### config.mk
export PLATFORM = sky130hd
export DESIGN_NAME = wb_ram_slave_flat
export DESIGN_NICKNAME = d
export VERILOG_FILES = /design/src/logic/sram_pkg.sv /design/src/logic/wb_bus_if.sv /design/src/logic/wb_ram_slave.sv /design/src/flat_wrapper.sv
export SDC_FILE = /design/constraint.sdc
export NUM_CORES = 1
export LEC_CHECK = 0
export BUFFER_PORTS_ARGS = -buffer_cell sky130_fd_sc_hd__buf_2
export CAP_MARGIN = 5
export CORE_MARGIN = 1.5
export CORE_UTILIZATION = 30
export CTS_CLUSTER_DIAMETER = 150
export CTS_CLUSTER_SIZE = 25
export DETAILED_ROUTE_END_ITERATION = 10
export HOLD_SLACK_MARGIN = 0.03
export PLACE_DENSITY = 0.8
export SLEW_MARGIN = 20
export SYNTH_ARGS = -nofsm -noshare
export SYNTH_HDL_FRONTEND = slang
export SYNTH_SLANG_ARGS = --single-unit
### constraint.sdc
create_clock -name clk -period 2.3 [get_ports clk]
set_input_delay 0.69 -clock clk [delete_from_list [all_inputs] [get_ports clk]]
set_output_delay 0.69 -clock clk [all_outputs]
set_load 0.02 [all_outputs]
### src/logic/sram_pkg.sv
// shared bus data width, byte-lane count, RAM word union and slave state type
package sram_pkg;

        localparam int data_width = 32;                 // one bus and RAM word
        localparam int lane_count = data_width / 8;     // byte lanes per word

        // one RAM word, seen whole or lane by lane
        typedef union packed {
                logic [data_width-1:0]      word;
                logic [lane_count-1:0][7:0] lanes;
        } ram_word_t;

        // RAM slave controller phases
        typedef enum logic [1:0] {
                st_idle,                // waiting for cyc and stb
                st_read_wait,           // RAM read in flight
                st_merge_write,         // write back merged lanes
                st_ack                  // one-cycle ack to the master
        } slave_state_t;

endpackage

### src/logic/wb_bus_if.sv
// Wishbone classic bus bundle with master and slave modports
`timescale 1ns/100ps

interface wb_bus_if
        import sram_pkg::*;
#(
        parameter int addr_width = 10
) ();

        logic                  cyc;
        logic                  stb;
        logic                  we;
        logic [addr_width-1:0] adr;    // word address
        logic [lane_count-1:0] sel;
        logic [data_width-1:0] dat_w;
        logic [data_width-1:0] dat_r;
        logic                  ack;

        modport master (
                output cyc,
                output stb,
                output we,
                output adr,
                output sel,
                output dat_w,
                input  dat_r,
                input  ack
        );

        modport slave (
                input  cyc,
                input  stb,
                input  we,
                input  adr,
                input  sel,
                input  dat_w,
                output dat_r,
                output ack
        );

endinterface

### src/logic/wb_ram_slave.sv
// Wishbone classic RAM slave with word reads, full writes and read-merge-write
`timescale 1ns/100ps

module wb_ram_slave
        import sram_pkg::*;
#(
        parameter int addr_width = 10
) (
        input  logic                  clk,
        input  logic                  rst_n,
        input  logic [data_width-1:0] q,
        wb_bus_if.slave               bus,
        output logic                  ram_re,
        output logic                  ram_we,
        output logic [addr_width-1:0] ram_addr,
        output logic [data_width-1:0] ram_data
);

        slave_state_t state;
        slave_state_t state_nxt;
        logic         req;              // new cycle seen while idle
        logic         full_word;        // all lanes selected
        ram_word_t    rd_word;
        ram_word_t    wr_word;
        ram_word_t    merged;

        assign req       = (state == st_idle) && bus.cyc && bus.stb;
        assign full_word = &bus.sel;

        always_comb begin
                state_nxt = state;
                case (state)
                        st_idle: begin
                                if (bus.cyc && bus.stb) begin
                                        if (bus.we && full_word) begin
                                                state_nxt = st_ack;     // written this edge
                                        end else begin
                                                state_nxt = st_read_wait;
                                        end
                                end
                        end
                        st_read_wait: begin
                                if (bus.we) begin
                                        state_nxt = st_merge_write;
                                end else begin
                                        state_nxt = st_ack;
                                end
                        end
                        st_merge_write: begin
                                state_nxt = st_ack;
                        end
                        st_ack: begin
                                state_nxt = st_idle;
                        end
                        default: begin
                                state_nxt = st_idle;
                        end
                endcase
        end

        always_ff @(posedge clk or negedge rst_n) begin
                if (!rst_n) begin
                        state <= st_idle;
                end else begin
                        state <= state_nxt;
                end
        end

        // lane merge of write data over the word read back
        assign rd_word = q;
        assign wr_word = bus.dat_w;

        always_comb begin
                merged = rd_word;
                for (int i = 0; i < lane_count; i++) begin
                        if (bus.sel[i]) begin
                                merged.lanes[i] = wr_word.lanes[i];
                        end
                end
        end

        // partial writes read first
        assign ram_re   = req && !(bus.we && full_word);
        assign ram_we   = (req && bus.we && full_word) || (state == st_merge_write);
        assign ram_addr = bus.adr;                      // held by the master
        assign ram_data = (state == st_merge_write) ? merged.word : bus.dat_w;

        assign bus.dat_r = q;                           // valid through the ack cycle
        assign bus.ack   = (state == st_ack);

        // master must still hold its request when ack arrives
        ack_in_cycle: assert property (@(posedge clk) disable iff (!rst_n)
                bus.ack |-> (bus.cyc && bus.stb))
                else $error("wb_ram_slave: ack without cyc and stb");

        // every ack follows the RAM access that it answers
        ack_after_access: assert property (@(posedge clk) disable iff (!rst_n)
                bus.ack |-> (bus.we ? $past(ram_we) : $past(ram_re, 2)))
                else $error("wb_ram_slave: ack without the matching RAM access");

endmodule

### src/flat_wrapper.sv
// flat-port wrapper written by rule: the top's interface ports become plain ports
module wb_ram_slave_flat import sram_pkg::*;
#(
        parameter int addr_width = 10
)
  (clk, rst_n, q, ram_re, ram_we, ram_addr, ram_data, bus_cyc, bus_stb, bus_we, bus_adr, bus_sel, bus_dat_w, bus_dat_r, bus_ack);
  wb_bus_if #(.addr_width(addr_width)) bus_i ();
  input  logic clk;
  input  logic rst_n;
  input  logic [data_width-1:0] q;
  output logic ram_re;
  output logic ram_we;
  output logic [addr_width-1:0] ram_addr;
  output logic [data_width-1:0] ram_data;
  input wire logic [$bits(bus_i.cyc)-1:0] bus_cyc;
  input wire logic [$bits(bus_i.stb)-1:0] bus_stb;
  input wire logic [$bits(bus_i.we)-1:0] bus_we;
  input wire logic [$bits(bus_i.adr)-1:0] bus_adr;
  input wire logic [$bits(bus_i.sel)-1:0] bus_sel;
  input wire logic [$bits(bus_i.dat_w)-1:0] bus_dat_w;
  output wire logic [$bits(bus_i.dat_r)-1:0] bus_dat_r;
  output wire logic [$bits(bus_i.ack)-1:0] bus_ack;
  assign bus_i.cyc = bus_cyc;
  assign bus_i.stb = bus_stb;
  assign bus_i.we = bus_we;
  assign bus_i.adr = bus_adr;
  assign bus_i.sel = bus_sel;
  assign bus_i.dat_w = bus_dat_w;
  assign bus_dat_r = bus_i.dat_r;
  assign bus_ack = bus_i.ack;
  wb_ram_slave #(.addr_width(addr_width)) u_core (.clk(clk), .rst_n(rst_n), .q(q), .bus(bus_i), .ram_re(ram_re), .ram_we(ram_we), .ram_addr(ram_addr), .ram_data(ram_data));
endmodule
# == Word-level counts from Yosys, hierarchy flattened ==
# Cells that the tools add are included.
# op_classes
n_reduce_logical,11
eq_ne,4
n_mux,9
# op_table
op,count
32-bit two-way mux,1
8-bit two-way mux,4
2-bit case mux with 4 select lines,1
1-bit logical AND,7
"2-bit == test, second input constant",2
2-bit two-way mux,2
4-bit AND reduction,1
"2-bit by 1-bit == test with 1-bit output, second input constant",1
2-bit logical NOT,1
"2-bit != test, second input constant",1
1-bit logical NOT,1
1-bit logical OR,1
1-bit two-way mux,1
# word_totals
reg_bits,2
output_inout_bits,77
input_bits,83
word_cells,25

# == Longest topological paths before layout ==
# logic_depth
word_depth,6
mapped_depth,5
depth_no_buf,5

# == Worst setup path before layout ==
# OpenSTA, ideal clock, no wires.
# synth_timing
path_type,input to output
from,input port bus_sel[1]
to,output port ram_we
path_slack_ns,0.311
arrival_ns,1.299
path_buffers,0
required_ns,1.610
stages,3
cell_sequence,and3_1 > nand3_1 > o21bai_1
# synth_between
elab_chain_len,3
# synth_lines
item,line,rtl
"start, declared",flat_wrapper.sv:19,input wire logic [$bits(bus_i.sel)-1:0] bus_sel;
4-bit AND reduction,wb_ram_slave.sv:28,assign full_word = &bus.sel;
1-bit logical AND,wb_ram_slave.sv:84,assign ram_we = (req && bus.we && full_word) || (state == st_merge_write);
1-bit logical OR,wb_ram_slave.sv:84,
"end, declared",flat_wrapper.sv:12,output logic ram_we;
# Every way passes these cells.

# == Final worst setup path ==
# layout_timing
from,register u_core.state[0]
to,output port ram_data[13]
# layout_between
elab_chain_len,2
# layout_lines
item,line,rtl
"start, declared",wb_ram_slave.sv:19,slave_state_t state;
"start signal, assigned",wb_ram_slave.sv:63,state <= st_idle;
"start signal, assigned",wb_ram_slave.sv:65,state <= state_nxt;
2-bit == test,wb_ram_slave.sv:86,assign ram_data = (state == st_merge_write) ? merged.word : bus.dat_w;
32-bit two-way mux,wb_ram_slave.sv:86,
"end, declared",flat_wrapper.sv:14,output logic [data_width-1:0] ram_data;
# Every way passes these cells.

==> results.cfg <==
[layout]
layout_top_registers = u_core.state (2)
drive_gt1_frac = 0.900
largest_reg_flops = 2
stdcell_count = 255
regMostFlops = u_core.state
area_delta_synth_final_pct = 51.9
fin_util = 0.481
nNetsFinal = 299
diodes = 0

[clock_network]
cts_made_buffers = 3
cts.htree.levels = 1
root_buffer = clkbuf_4
clkTransAtPathRegs_ns = 0.03
tritoncts = built
clock_latency_ns = 0.22
cts.sink_count = 2
clk_path_buf_depth = 2

[logic_synthesis]
synth_area_per_cell_um2 = 10.2
syn_nets = 193
synth_edf_count = 0
synth_common_cells = 42 x buf_4, 32 x mux2_4, 6 x nand2b_1
yosys_warnings = 0
syn-cell-area_um2 = 1070
synth_area_leaders = mux2_4 45%, buf_4 29%, ha_1 5.8%, dfrtp_1 4.7%, buf_6 4.2%
yosys_most_used_dff = dfrtp_1
async_reset_ff_frac = 1.00
yosys.area.top_type_share = 0.448
yosysMostFrequentCell = buf_4
seq_area_frac_synth = 0.0467
yosysTopAreaCell = mux2_4
synth_cell_types = 16
synth_seq_cells = 2
synth_cells = 105

[floorplanning]
die_h_um = 62.8
floorplan.initialDensity = 0.316
die_x_um = 62.8
die_area_um2 = 3940
num_io_pins = 160
coreArea_um2 = 3390
rows = 21

[pwr]
ir_drop_v = 0.000479
p_per_area_nw_per_um2 = 704
power_leakage_nw = 1.04

[sta]
fin_crit_sh = 0.991
tightest_slew_ns = 0.181
maxSlewViolCount = 0
clock.fmax_mhz = 439
min_period_ns = 2.28
slew_headroom = 0.880
setup_slack_ns = 0.0201
finalSetupViolCount = 0
hold_viol = 0
holdWs_ns = 0.247
finalClockSkew_ns = 0.00109
rsz0062_at_grt = yes

[critical_path]
worstSetupPathDepth = 6
required_ns = 1.61
r2r_start = u_core.state[1]
endpoint = ram_data[13]
reg2reg_slack_ns = 0.95
crit_buf_inv = 3
end_kind = primary output
slowest_stage = dfrtp_1
crit_chain = inv_2, ha_4, nand2b_1, buf_12, mux2_4, buf_2
worstSetupPathType = flip-flop to primary output
ff2ff_path_depth = 6
crit_start = u_core.state[0]
startpoint_type = flip-flop
critPathTopFamily = buffers and inverters
slowest_delay_ns = 0.37
r2r-end = u_core.state[0]
arrival_ns = 1.59
path_max_fanout = 8

[routing]
num_vias = 1061
wl_per_cell_um = 11.7
ant_nets = 0
vias_per_cell = 4.16
initialDrtViolationCount = 19
drt_wl_total_um = 2980
firstDrtPassIters = 5
drc = 0

[placement]
dp_cells = 250
place_ws_ns = 0.0192
portBuffers = 139
dp_hpwl_um = 2540
place.gp.congestion = 0.745

[grt]
overflow = 0
grtUsageTotal = 0.138
grt_pass1_vias = 1012
antenna_found_initial = 0
grt_max_degree = 9
grt_pass1_wl_um = 4500

[flow_run]
maxCapViolations = 0

[outcome]
status = completed

[worst_hold_path]
hp-class = input pin to asynchronous set/reset pin
[worst reg2reg max path, cell delays in order, from the launching register on]
cell     delay [ns]
dfrtp_1        0.39
buf_4          0.16
inv_2          0.05
ha_1           0.18
a21bo_2        0.22
o21ai_0        0.08
a32oi_1        0.18
[what timing repair did]
action                                  in CTS  in global routing
hold buffers                                 0                  0
endpoints found under the setup margin      32                 33
pin swaps                                    0                  0
setup buffers                                1                  1
gates resized for setup                      3                  9
[where the power goes]
part	leakage [nW]	total, mW	switching (mW)	internal [mW]
Sequential	0.0233	0.0719	0.0163	0.0557
Combinational	1.00	0.997	0.496	0.502
Clock	0.0138	0.0773	0.0197	0.0575
Total	1.04	1.15	0.532	0.615
[cells in the final DEF, fill, tap and decap left out, types with 3 or more instances in the layout]
cell | netlist | final
nand2b_1 | 6 | 4
ha_1 | 5 | 4
buf_12 | 0 | 3
mux2_4 | 32 | 32
clkbuf_4 | 0 | 3
buf_2 | 0 | 134
buf_4 | 42 | 9
[layout make-up]
| class | instances | area (um2) |
|---|---|---|
| Clock buffer | 3 | 22.5 |
| Fill cell | 310 | 1760 |
| Inverter | 2 | 7.51 |
| Multi-Input combinational cell | 55 | 682 |
| Sequential cell | 2 | 50.0 |
| Tap cell | 46 | 57.6 |
| Timing Repair Buffer | 147 | 810 |
[per-layer routing]
layer	vias to the layer above	GRT usage	part of all wire	wire [um]
li1	527	-	-	-
met1	470	0.162	0.40	1190
met2	64	0.255	0.53	1590
met3	0	0.0180	0.068	201
met4	0	0.0444	0	0
met5	-	0	0	0
[worst min-delay path by stage]
stage           from              end  slack [ns]  cells after the start
6_report       rst_n  u_core.state[1]        0.25                      1
3_3_place_gp   rst_n  u_core.state[1]        0.48                      1
2_1_floorplan  rst_n  u_core.state[0]        0.39                      0
5_1_grt        rst_n  u_core.state[1]        0.24                      1
4_1_cts        rst_n  u_core.state[1]        0.23                      1
3_5_place_dp   rst_n  u_core.state[0]        0.48                      1
[cell families (layout without fill, tap and decap cells)]
kind of cell	count (synthesis)	after routing	share of synthesized area
adders and majority gates	5	5	0.0583
DFF	2	2	0.0467
AOI/OAI and AO/OA	6	6	0.0408
and+or+nand+nor	12	12	0.0630
muxes	32	32	0.448
buffers and inverters	48	152	0.343
[stage by stage]
step	TNS (ns)	cell area (um2)	total power [mW]
final	0	1630	1.15
after global routing	-0.220	1630	1.22
after CTS	0	1590	1.11
after detailed placement	0	1550	0.986
after global placement	0	1550	0.976
after floorplan	0	1070	0.765
Note: power is estimated with default switching activity, not from simulation.
