## src/logic/sram_pkg.sv

```systemverilog
// shared bus data width, byte-lane count, RAM word union and slave state type
package sram_pkg;

        localparam int data_width = 32;                 // one bus and RAM word
        localparam int lane_count = data_width / 8;     // byte lanes per word

        // one RAM word, seen whole or lane by lane
        typedef union packed {
                logic [data_width-1:0]      word;
                logic [lane_count-1:0][7:0] lanes;
        } ram_word_t;

        // RAM slave controller phases
        typedef enum logic [1:0] {
                st_idle,                // waiting for cyc and stb
                st_read_wait,           // RAM read in flight
                st_merge_write,         // write back merged lanes
                st_ack                  // one-cycle ack to the master
        } slave_state_t;

endpackage

```

## src/logic/wb_bus_if.sv

```systemverilog
// Wishbone classic bus bundle with master and slave modports
`timescale 1ns/100ps

interface wb_bus_if
        import sram_pkg::*;
#(
        parameter int addr_width = 10
) ();

        logic                  cyc;
        logic                  stb;
        logic                  we;
        logic [addr_width-1:0] adr;    // word address
        logic [lane_count-1:0] sel;
        logic [data_width-1:0] dat_w;
        logic [data_width-1:0] dat_r;
        logic                  ack;

        modport master (
                output cyc,
                output stb,
                output we,
                output adr,
                output sel,
                output dat_w,
                input  dat_r,
                input  ack
        );

        modport slave (
                input  cyc,
                input  stb,
                input  we,
                input  adr,
                input  sel,
                input  dat_w,
                output dat_r,
                output ack
        );

endinterface

```

## src/logic/wb_arbiter.sv

```systemverilog
// round-robin arbiter for two Wishbone classic masters onto one shared bus
`timescale 1ns/100ps

module wb_arbiter
        import sram_pkg::*;
#(
        parameter int addr_width = 10
) (
        input  logic                  clk,
        input  logic                  rst_n,

        input  logic                  m0_cyc,
        input  logic                  m0_stb,
        input  logic                  m0_we,
        input  logic [addr_width-1:0] m0_adr,
        input  logic [lane_count-1:0] m0_sel,
        input  logic [data_width-1:0] m0_dat_w,
        output logic [data_width-1:0] m0_dat_r,
        output logic                  m0_ack,

        input  logic                  m1_cyc,
        input  logic                  m1_stb,
        input  logic                  m1_we,
        input  logic [addr_width-1:0] m1_adr,
        input  logic [lane_count-1:0] m1_sel,
        input  logic [data_width-1:0] m1_dat_w,
        output logic [data_width-1:0] m1_dat_r,
        output logic                  m1_ack,

        wb_bus_if.master              shared
);

        logic gnt_valid;        // some master was granted last cycle
        logic gnt_owner;        // 0 is m0, 1 is m1
        logic last_served;      // master that won the most recent choice
        logic owner_cyc;        // cyc of the registered owner
        logic hold;             // owner keeps the bus
        logic pick;             // round-robin choice when the bus is free
        logic cur_owner;        // owner seen by the bus this cycle

        assign owner_cyc = gnt_owner ? m1_cyc : m0_cyc;
        assign hold      = gnt_valid && owner_cyc;

        // on a tie the master not served last time wins
        assign pick      = (m0_cyc && m1_cyc) ? !last_served : m1_cyc;
        assign cur_owner = hold ? gnt_owner : pick;

        always_ff @(posedge clk or negedge rst_n) begin
                if (!rst_n) begin
                        gnt_valid   <= 1'b0;
                        gnt_owner   <= 1'b0;
                        last_served <= 1'b1;    // m0 preferred first
                end else if (!hold) begin
                        gnt_valid <= m0_cyc || m1_cyc;
                        gnt_owner <= pick;
                        if (m0_cyc || m1_cyc) begin
                                last_served <= pick;
                        end
                end
        end

        // request routing, no added cycle
        assign shared.cyc   = cur_owner ? m1_cyc   : m0_cyc;
        assign shared.stb   = cur_owner ? m1_stb   : m0_stb;
        assign shared.we    = cur_owner ? m1_we    : m0_we;
        assign shared.adr   = cur_owner ? m1_adr   : m0_adr;
        assign shared.sel   = cur_owner ? m1_sel   : m0_sel;
        assign shared.dat_w = cur_owner ? m1_dat_w : m0_dat_w;

        // response goes to the owner only
        assign m0_ack   = shared.ack && !cur_owner;
        assign m1_ack   = shared.ack && cur_owner;
        assign m0_dat_r = cur_owner ? '0 : shared.dat_r;
        assign m1_dat_r = cur_owner ? shared.dat_r : '0;

        // ack returns only to the registered owner
        ack_exclusive: assert property (@(posedge clk) disable iff (!rst_n)
                (m0_ack || m1_ack) |->
                        (gnt_valid && (m0_ack != m1_ack) && (m1_ack == gnt_owner)))
                else $error("wb_arbiter: ack not given to the granted master alone");

        // an owner mid-cycle is never preempted
        grant_stable: assert property (@(posedge clk) disable iff (!rst_n)
                (shared.cyc && !shared.ack) |=> $stable(cur_owner))
                else $error("wb_arbiter: grant moved while owner cyc was high");

endmodule

```

## src/flat_wrapper.sv

```systemverilog
// flat-port wrapper written by rule: the top's interface ports become plain ports
module wb_arbiter_flat import sram_pkg::*;
#(
        parameter int addr_width = 10
)
  (clk, rst_n, m0_cyc, m0_stb, m0_we, m0_adr, m0_sel, m0_dat_w, m0_dat_r, m0_ack, m1_cyc, m1_stb, m1_we, m1_adr, m1_sel, m1_dat_w, m1_dat_r, m1_ack, shared_cyc, shared_stb, shared_we, shared_adr, shared_sel, shared_dat_w, shared_dat_r, shared_ack);
  wb_bus_if #(.addr_width(addr_width)) shared_i ();
  input  logic clk;
  input  logic rst_n;
  input  logic m0_cyc;
  input  logic m0_stb;
  input  logic m0_we;
  input  logic [addr_width-1:0] m0_adr;
  input  logic [lane_count-1:0] m0_sel;
  input  logic [data_width-1:0] m0_dat_w;
  output logic [data_width-1:0] m0_dat_r;
  output logic m0_ack;
  input  logic m1_cyc;
  input  logic m1_stb;
  input  logic m1_we;
  input  logic [addr_width-1:0] m1_adr;
  input  logic [lane_count-1:0] m1_sel;
  input  logic [data_width-1:0] m1_dat_w;
  output logic [data_width-1:0] m1_dat_r;
  output logic m1_ack;
  output wire logic [$bits(shared_i.cyc)-1:0] shared_cyc;
  output wire logic [$bits(shared_i.stb)-1:0] shared_stb;
  output wire logic [$bits(shared_i.we)-1:0] shared_we;
  output wire logic [$bits(shared_i.adr)-1:0] shared_adr;
  output wire logic [$bits(shared_i.sel)-1:0] shared_sel;
  output wire logic [$bits(shared_i.dat_w)-1:0] shared_dat_w;
  input wire logic [$bits(shared_i.dat_r)-1:0] shared_dat_r;
  input wire logic [$bits(shared_i.ack)-1:0] shared_ack;
  assign shared_cyc = shared_i.cyc;
  assign shared_stb = shared_i.stb;
  assign shared_we = shared_i.we;
  assign shared_adr = shared_i.adr;
  assign shared_sel = shared_i.sel;
  assign shared_dat_w = shared_i.dat_w;
  assign shared_i.dat_r = shared_dat_r;
  assign shared_i.ack = shared_ack;
  wb_arbiter #(.addr_width(addr_width)) u_core (.clk(clk), .rst_n(rst_n), .m0_cyc(m0_cyc), .m0_stb(m0_stb), .m0_we(m0_we), .m0_adr(m0_adr), .m0_sel(m0_sel), .m0_dat_w(m0_dat_w), .m0_dat_r(m0_dat_r), .m0_ack(m0_ack), .m1_cyc(m1_cyc), .m1_stb(m1_stb), .m1_we(m1_we), .m1_adr(m1_adr), .m1_sel(m1_sel), .m1_dat_w(m1_dat_w), .m1_dat_r(m1_dat_r), .m1_ack(m1_ack), .shared(shared_i));
endmodule
```

## config.mk

```make
export PLATFORM = sky130hd
export DESIGN_NAME = wb_arbiter_flat
export DESIGN_NICKNAME = d
export VERILOG_FILES = /design/src/logic/sram_pkg.sv /design/src/logic/wb_bus_if.sv /design/src/logic/wb_arbiter.sv /design/src/flat_wrapper.sv
export SDC_FILE = /design/constraint.sdc
export NUM_CORES = 1
export LEC_CHECK = 0
export ABC_AREA = 0
export BUFFER_PORTS_ARGS = -buffer_cell sky130_fd_sc_hd__buf_2
export CORE_AREA = 8 8 90 92
export DETAILED_ROUTE_END_ITERATION = 6
export DIE_AREA = 0 0 98 100
export PLACE_DENSITY = 0.82
export SETUP_SLACK_MARGIN = 0.02
export SYNTH_ARGS = -nofsm -noshare
export SYNTH_HDL_FRONTEND = slang
export SYNTH_SLANG_ARGS = --single-unit
```

## constraint.sdc

```tcl
create_clock -name clk -period 3.2 [get_ports clk]
set_input_delay 0.48 -clock clk [delete_from_list [all_inputs] [get_ports clk]]
set_output_delay 0.48 -clock clk [all_outputs]
set_load 0.01 [all_outputs]
```

# Word level (Yosys, flattened, before mapping)
# Cells that the tools add are included.
word_totals:
  regBits: 3
  out_inout_bits: 115
op_classes:
  mux: 11
  reduce_logical: 8
  bitwise: 1
ops:
  columns: ["cell", "n"]
  rows:
  - ["$mux W32", 3]
  - ["$mux W10", 1]
  - ["$mux W1", 6]
  - ["$logic_and A1 B1 Y1", 4]
  - ["$mux W4", 1]
  - ["$logic_not A1 Y1", 2]
  - ["$reduce_and A2 Y1", 1]
  - ["$logic_or A1 B1 Y1", 1]
  - ["$not A1 Y1", 1]

# Depth between registers and ports, before layout
# Gate-level depths: netlist (run 1).
depth:
  word_depth: 5
  ltp_mapped: 6
  mapped_depth_nobuf: 3

# Worst setup path after synthesis (run 1)
# OpenSTA, ideal clock, no wires.
synth_path:
  path_type: "input to output"
  start: "input port m0_cyc"
  end: "output port shared_adr[0]"
  stages: 6
  arrival_time_ps: 1321
  path_slack_ps: 1399
  required_ps: 2720
  n_path_buf: 3
  cell_sequence: "buf_2 > nor2b_1 > buf_4 > buf_2 > a21oi_1 > nand3_1"
synth_via:
  elab_chain_len: 4
  elab_cells_between_ends: 6
synth_lines:
  columns: ["element", "line", "text"]
  rows:
  - ["start: declaration", "flat_wrapper.sv:10", "input logic m0_cyc;"]
  - ["$logic_and A1 B1 Y1 or $mux W1 (tied branches)", "wb_arbiter.sv:45, wb_arbiter.sv:41", null]
  - ["$mux W1 or $logic_and A1 B1 Y1 (tied branches)", "wb_arbiter.sv:45, wb_arbiter.sv:42", null]
  - ["$mux W1 (*)", "wb_arbiter.sv:46", "assign cur_owner = hold ? gnt_owner : pick;"]
  - ["$mux W10 (*)", "wb_arbiter.sv:66", "assign shared.adr = cur_owner ? m1_adr : m0_adr;"]
  - ["end: declaration", "flat_wrapper.sv:29", "output wire logic [$bits(shared_i.adr)-1:0] shared_adr;"]
# Mark *: on every way between the ends. The rest lies on a longest branch, timed or not.

# Worst setup path after layout (run 1)
layout_path:
  start: "register u_core.last_served"
  end: "output port m0_dat_r[0]"
layout_via:
  elab_chain_len: 4
layout_lines:
  columns: ["element", "line", "text"]
  rows:
  - ["start: declaration", "wb_arbiter.sv:35", "logic last_served;"]
  - ["start signal: assignment", "wb_arbiter.sv:57", "last_served <= pick;"]
  - ["$logic_not A1 Y1", "wb_arbiter.sv:45", "assign pick = (m0_cyc && m1_cyc) ? !last_served : m1_cyc;"]
  - ["$mux W1", "wb_arbiter.sv:45", null]
  - ["$mux W1", "wb_arbiter.sv:46", null]
  - ["$mux W32", "wb_arbiter.sv:73", "assign m0_dat_r = cur_owner ? '0 : shared.dat_r;"]
  - ["end: declaration", "flat_wrapper.sv:16", "output logic [data_width-1:0] m0_dat_r;"]
# No other way between the ends.

==> out/metrics.yaml, run 1 <==
period_minus_slack_ns: 2.541
synth.lib_cells_used.distinct: 23
cts_tree: "yes"
crit_required_ns: 2.72
path_clk_slew_ns: 0.03
io_pins: 248
insertion_delay_ns: 0.21
initial_utilization_pct: 35.82
cts_inserted_buffers: 3
fill_cells: 631
syn_inst: 381
drive_gt1_share_pct: 45.52
maxCapViolations: 0
power.leakage_uw: 0.001853
max_slew.worst_pin.slew_ns: 1.078
r2r_cells: 4
cp_top_family: "flip-flops"
sequential_to_total_area_share_from_yosys_stat_pct: 3.207
setup-violations-final: 0
maximum_ir_drop_on_the_vdd_rail_mv: 0.1258
port_buffers: 247
stdcell_count: 660
layout-area-overhead-vs-synth_pct: 48.21
tns_ns: 0
vias_per_cell: 5.853
die_w_um: 98
seq_area_um2: 76.32
number_of_antenna_violations_at_the_first_check_in_global_routing: 0
clock_sink_count: 3
h-tree-depth: 1
dp.final_hpwl_mm: 8.640
multiInputGateArea_um2: 2013
post_synth_instance_area_um2: 2380
via_count: 3863
grt_usage_pct: 21.38
routed_wl_mm: 11.62
path_cells: "and2b_4 -> o21ai_4 -> buf_4 -> a21boi_0 -> buf_2"
dieHeight_um: 100
grt_first_pass_wirelength_mm: 18.13
synth-seq-cells: 3
cts_post_setup_buffers_inserted: 0
grt_setup_unrepaired: "no"
cts.path.max_buffers: 2
clock-root-buffer: "sky130_fd_sc_hd__clkbuf_8"
fp.dieArea_um2: 9800
worstSetupEndpointType: "primary output"
n_antenna_cell: 0
core_region_um2: 6644
place_inst: 656
syn_area_cell_um2: 6.246
hold_violations: 0
firstDrtPassIters: 5
crit_buf_inv: 2
num_rows: 30
cts_hold_buf: 0
number_of_nets_at_the_end_of_the_flow: 714
crit_cells: 5
regToRegStartpoint: "u_core.last_served"
critical_path_maximum_fanout: 67
total_congestion_overflow: 0
detail_route.iter0.violations: 279
syn-num-nets: 514
cts_resized: 0
drc: 0
worstSetupStartpointType: "flop"
achievable-frequency_ghz: 0.3936
skew_ns: 0.0007659
outcome: "finished clean"
final_max_slew_viol_count: 0
grt_max_degree: 167
ant_nets: 0
finalCritPeriodShare_pct: 79.39
slowest_stage: "sky130_fd_sc_hd__dfstp_2"
cp.arrival_ns: 2.06
gp_congestion: 0.8851
grt_pass1_vias: 3727
timing.critical_path.slowest_cell_delay_ns: 0.56
yosysWarningCount: 0
path_category_of_the_worst_min_delay_check: "primary input to asynchronous set/reset pin"
cellPowerDensity_nw_per_um2: 220.3
wl_per_cell_um: 17.61
slew_headroom_pct: 27.96
timing.setup.critical_path_class: "flop to primary output"
critPathLaunch: "u_core.last_served"
[area by class of cell]
cell class                      count  area share, %
Tap cell                           80          2.838
Timing Repair Buffer              252          36.54
Multi-Input combinational cell    320          57.08
Sequential cell                     3          2.164
Clock buffer                        4          1.277
Inverter                            1         0.1064
[logic make-up (layout without fill, tap and decap cells)]
family	count (synthesis)	after routing	synth area share, %
AOI/OAI and AO/OA	132	132	36.54
and+or+nand+nor	188	188	47.21
DFF	3	3	3.207
buffers and inverters	58	257	13.04
[cell usage in the layout (no fill, tap or decap), types with 2 or more instances in the layout]
cell / Yosys / layout
sky130_fd_sc_hd__a21boi_0: 3 / 3
sky130_fd_sc_hd__a21boi_1: 30 / 30
sky130_fd_sc_hd__a21oi_1: 49 / 49
sky130_fd_sc_hd__and3_1: 33 / 33
sky130_fd_sc_hd__buf_2: 17 / 246
sky130_fd_sc_hd__buf_4: 4 / 5
sky130_fd_sc_hd__clkbuf_8: 0 / 3
sky130_fd_sc_hd__dfrtp_1: 2 / 2
sky130_fd_sc_hd__nand2b_2: 0 / 2
sky130_fd_sc_hd__nand3_1: 49 / 49
sky130_fd_sc_hd__nand4_1: 48 / 48
sky130_fd_sc_hd__nor2b_1: 49 / 48
sky130_fd_sc_hd__nor2b_4: 1 / 2
sky130_fd_sc_hd__o211ai_1: 49 / 49
sky130_fd_sc_hd__or2_2: 2 / 2
[registers in the layout, indices dropped and copies added, names as in the netlist]
register            cells
u_core.gnt_owner        1
u_core.gnt_valid        1
u_core.last_served      1
[synth_stat cells]
| library cell | number | area share [%] |
|---|---|---|
| sky130_fd_sc_hd__or2_2 | 2 | 0.53 |
| sky130_fd_sc_hd__nor2b_1 | 49 | 13 |
| sky130_fd_sc_hd__buf_6 | 7 | 3.3 |
| sky130_fd_sc_hd__nor2b_4 | 1 | 0.58 |
| sky130_fd_sc_hd__a21oi_1 | 49 | 10 |
| sky130_fd_sc_hd__o211ai_1 | 49 | 15 |
| sky130_fd_sc_hd__dfstp_2 | 1 | 1.1 |
| sky130_fd_sc_hd__and2_1 | 1 | 0.26 |
| sky130_fd_sc_hd__and2b_4 | 1 | 0.42 |
| sky130_fd_sc_hd__buf_2 | 17 | 3.6 |
| sky130_fd_sc_hd__nand2b_1 | 3 | 0.79 |
| sky130_fd_sc_hd__inv_1 | 1 | 0.16 |
| sky130_fd_sc_hd__nand4_1 | 48 | 13 |
| sky130_fd_sc_hd__a21boi_0 | 3 | 0.95 |
| sky130_fd_sc_hd__o21ai_2 | 1 | 0.37 |
| sky130_fd_sc_hd__dfrtp_1 | 2 | 2.1 |
| sky130_fd_sc_hd__nand3_1 | 49 | 10 |
| sky130_fd_sc_hd__clkbuf_2 | 3 | 0.63 |
| sky130_fd_sc_hd__a21boi_1 | 30 | 9.5 |
| sky130_fd_sc_hd__clkbuf_1 | 26 | 4.1 |
| sky130_fd_sc_hd__nand2_1 | 1 | 0.16 |
| sky130_fd_sc_hd__buf_4 | 4 | 1.3 |
| sky130_fd_sc_hd__and3_1 | 33 | 8.7 |
[per-stage QoR]
| stage | hold slack [ns] | power (µW) | worst slack [ns] | util, % | area (µm²) |
|---|---|---|---|---|---|
| 3_5_place_dp | 0.2768 | 665.6 | 0.8099 | 52.41 | 3482 |
| 4_1_cts | 0.04953 | 782.2 | 0.6456 | 53.09 | 3527 |
| 6_report | 0.05261 | 777.2 | 0.6595 | 53.09 | 3527 |
| 2_1_floorplan | 0.1844 | 412.9 | 1.399 | - | 2380 |
| 3_3_place_gp | 0.2751 | 653.3 | 0.8454 | 52.41 | 3482 |
| 5_1_grt | 0.05439 | 841.4 | 0.4952 | 53.09 | 3527 |
[worst reg2reg max path, cell delays in order (launching register included)]
cell and delay [ns]:
sky130_fd_sc_hd__dfstp_2 0.56, sky130_fd_sc_hd__and2b_4 0.35, sky130_fd_sc_hd__o21ai_4 0.09, sky130_fd_sc_hd__buf_4 0.29
sky130_fd_sc_hd__and2_1 0.24
[final timing paths]
path / slack [ns] / endpoint
max in group asynchronous: 2.95 / u_core.last_served
worst max-delay path: 0.66 / m0_dat_r[0]
worst min register to register: 0.53 / u_core.last_served
min in group clk: 0.53 / u_core.last_served
worst max register to register: 1.56 / u_core.gnt_owner
worst min-delay path: 0.05 / u_core.gnt_owner
[layer usage]
metal  vias to the layer above  GRT usage (%)  wire, µm
met5                         -              0         0
met4                         0          6.115       268
met3                        30          6.367      1021
met2                       189          37.57      5880
met1                      1789          24.44      4454
li1                       1855              -         -
[power breakdown]
group	internal [µW]	leakage (µW)	switching, µW
combinational	260	0.00180	361
sequential	42.8	0.0000332	4.16
clock	85.0	0.0000228	24.8
total	387	0.00185	390
(Power assumes the default switching activity.)
==> run 2, diff against run 1 <==
--- a/config.mk
+++ b/config.mk
@@ -7,10 +7,10 @@
 export LEC_CHECK = 0
 export ABC_AREA = 0
 export BUFFER_PORTS_ARGS = -buffer_cell sky130_fd_sc_hd__buf_2
-export CORE_AREA = 8 8 90 92
+export CORE_MARGIN = 8
+export CORE_UTILIZATION = 33
 export DETAILED_ROUTE_END_ITERATION = 6
-export DIE_AREA = 0 0 98 100
-export PLACE_DENSITY = 0.82
+export PLACE_DENSITY = 0.79
 export SETUP_SLACK_MARGIN = 0.02
 export SYNTH_ARGS = -nofsm -noshare
 export SYNTH_HDL_FRONTEND = slang
==> constraint.sdc (replaced) <==
create_clock -name clk -period 2.15 [get_ports clk]
set_input_delay 0.3225 -clock clk [delete_from_list [all_inputs] [get_ports clk]]
set_output_delay 0.3225 -clock clk [all_outputs]
set_load 0.01 [all_outputs]
==> out/metrics.yaml, run 2 (synthesis gave the netlist of run 1 again) <==
outcome: "finished clean"
final_max_slew_viol_count: 0
slowest_stage: "sky130_fd_sc_hd__dfrtp_1"
maximum_ir_drop_on_the_vdd_rail_mv: 0.1567
setup-violations-final: 0
cp.arrival_ns: 1.64
power_frac_clock_pct: 13.9
layout.cells.most_common: "sky130_fd_sc_hd__buf_2"
port_buffers: 247
regs_by_ff_count: "u_core.gnt_owner x1, u_core.gnt_valid x1, u_core.last_served x1"
skew_ns: 0.001807
ant_nets: 0
path_category_of_the_worst_min_delay_check: "primary input to asynchronous set/reset pin"
initial_utilization_pct: 33.35
clock-root-buffer: "sky130_fd_sc_hd__clkbuf_8"
worstSetupStartpointType: "flop"
dp.final_hpwl_mm: 8.693
hold_violations: 0
period_minus_slack_ns: 1.964
switchingPower_uw: 584.2
power.leakage_uw: 0.001923
maxCapViolations: 0
total_congestion_overflow: 0
number_of_nets_at_the_end_of_the_flow: 724
finalCritPeriodShare_pct: 91.36
clock_sink_count: 3
max_slew.worst_pin.slew_ns: 0.3422
grt_first_pass_wirelength_mm: 17.60
timing.critical_path.slowest_cell_delay_ns: 0.41
layout-area-overhead-vs-synth_pct: 55.10
cellPowerDensity_nw_per_um2: 322.9
timing.setup.critical_path_class: "flop to primary output"
power.combinational.fraction_pct: 80.3
drive_gt1_share_pct: 46.27
achievable-frequency_ghz: 0.5091
grt_max_degree: 68
cts_tree: "yes"
cts.path.max_buffers: 2
cts_resized: 0
routed_wl_mm: 11.52
grt_usage_pct: 20.43
path_cells: "and2b_4 -> o21ai_4 -> buf_12 -> and3_1 -> buf_2"
tns_ns: 0
slew_headroom_pct: 77.19
fp.dieArea_um2: 10180
cts_post_setup_buffers_inserted: 0
grt_setup_unrepaired: "no"
critical_path_maximum_fanout: 67
post_dp_cell_area_um2: 3636
n_antenna_cell: 0
gp_congestion: 0.8166
cellInternalPower_uw: 607.7
seqPwrFrac_pct: 5.9
core_region_um2: 7137
vias_per_cell: 5.589
number_of_antenna_violations_at_the_first_check_in_global_routing: 0
r2r_cells: 4
via_count: 3851
finalPower_uw: 1192
path_clk_slew_ns: 0.03
firstDrtPassIters: 4
h-tree-depth: 1
die_w_um: 100.9
crit_required_ns: 1.83
fin_util_pct: 51.72
detail_route.iter0.violations: 201
cts_inserted_buffers: 3
num_rows: 31
io_pins: 248
wl_per_cell_um: 16.72
sw_frac_of_total_pct: 49.02
grt_pass1_vias: 3711
design_area_um2: 3691
drc: 0
insertion_delay_ns: 0.22
final.hold.worst_slack_ns: 0.4461
most_used_cells_in_the_layout_excluding_fill_and_tap_cells: "sky130_fd_sc_hd__buf_2 (246), sky130_fd_sc_hd__o211ai_1 (49), sky130_fd_sc_hd__a21oi_1 (49), sky130_fd_sc_hd__nand3_1 (49)"
worstSetupEndpointType: "primary output"
dieHeight_um: 100.9
==> run 2: cell types whose count changed in the layout (fill, tap and decap cells not counted) <==
cell                            change
sky130_fd_sc_hd__buf_4              +4
sky130_fd_sc_hd__buf_12             +5
sky130_fd_sc_hd__dlygate4sd3_1      +1
==> run 2: layout make-up <==
type	instances	area, µm²
clock buffer	4	45.04
fill	710	3446
inverter	1	3.754
multi-input combinational	320	2013
sequential	3	76.32
tap	99	123.9
timing repair buffer	262	1429
==> run 2: critical path, delay by kind of cell, from the launching register on <==
family                 cells  cell delay (ns)
and+or+nand+nor            2             0.46
AOI/OAI and AO/OA          1             0.14
DFF                        1             0.41
buffers and inverters      2             0.41
==> run 2: power groups by stage <==
stage	Combinational [µW]	Clock, µW	Sequential, µW
6_report	957	165	70.1
5_1_grt	1040	175	71.4
4_1_cts	958	168	70.0
3_5_place_dp	952	0	70.5
3_3_place_gp	929	0	70.4
2_1_floorplan	546	0	68.8
==> run 2: stage by stage <==
step           instances  setup WS (ns)
5_1_grt              689        0.09137
6_report             689         0.1857
3_5_place_dp         684         0.3800
2_1_floorplan        381         0.5666
3_3_place_gp         684         0.4142
4_1_cts              689         0.2065
==> run 2: timing repair <==
item | 4_1_cts | 5_1_grt
setup endpoints to repair | 0 | 0
hold endpoints to repair | 2 | 0
hold buffers | 1 | 0
==> run 2: path summary, 6_finish.rpt <==
kind | from | endpoint | slack [ns]
max | u_core.gnt_valid | m1_ack | 0.19
min | rst_n | u_core.gnt_owner | 0.45
max reg2reg | u_core.last_served | u_core.gnt_owner | 0.86
min reg2reg | u_core.last_served | u_core.last_served | 0.52
max in group asynchronous | rst_n | u_core.last_served | 1.51
min in group clk | u_core.last_served | u_core.last_served | 0.52
==> run 2: metal layers <==
layer  track usage (%)  up-vias  wire length, µm
met2             38.46      170             6073
met4             3.666        0              112
met1             21.96     1796             4329
met3             6.008       12             1004
li1                  -     1873                -
met5                 0        -                0
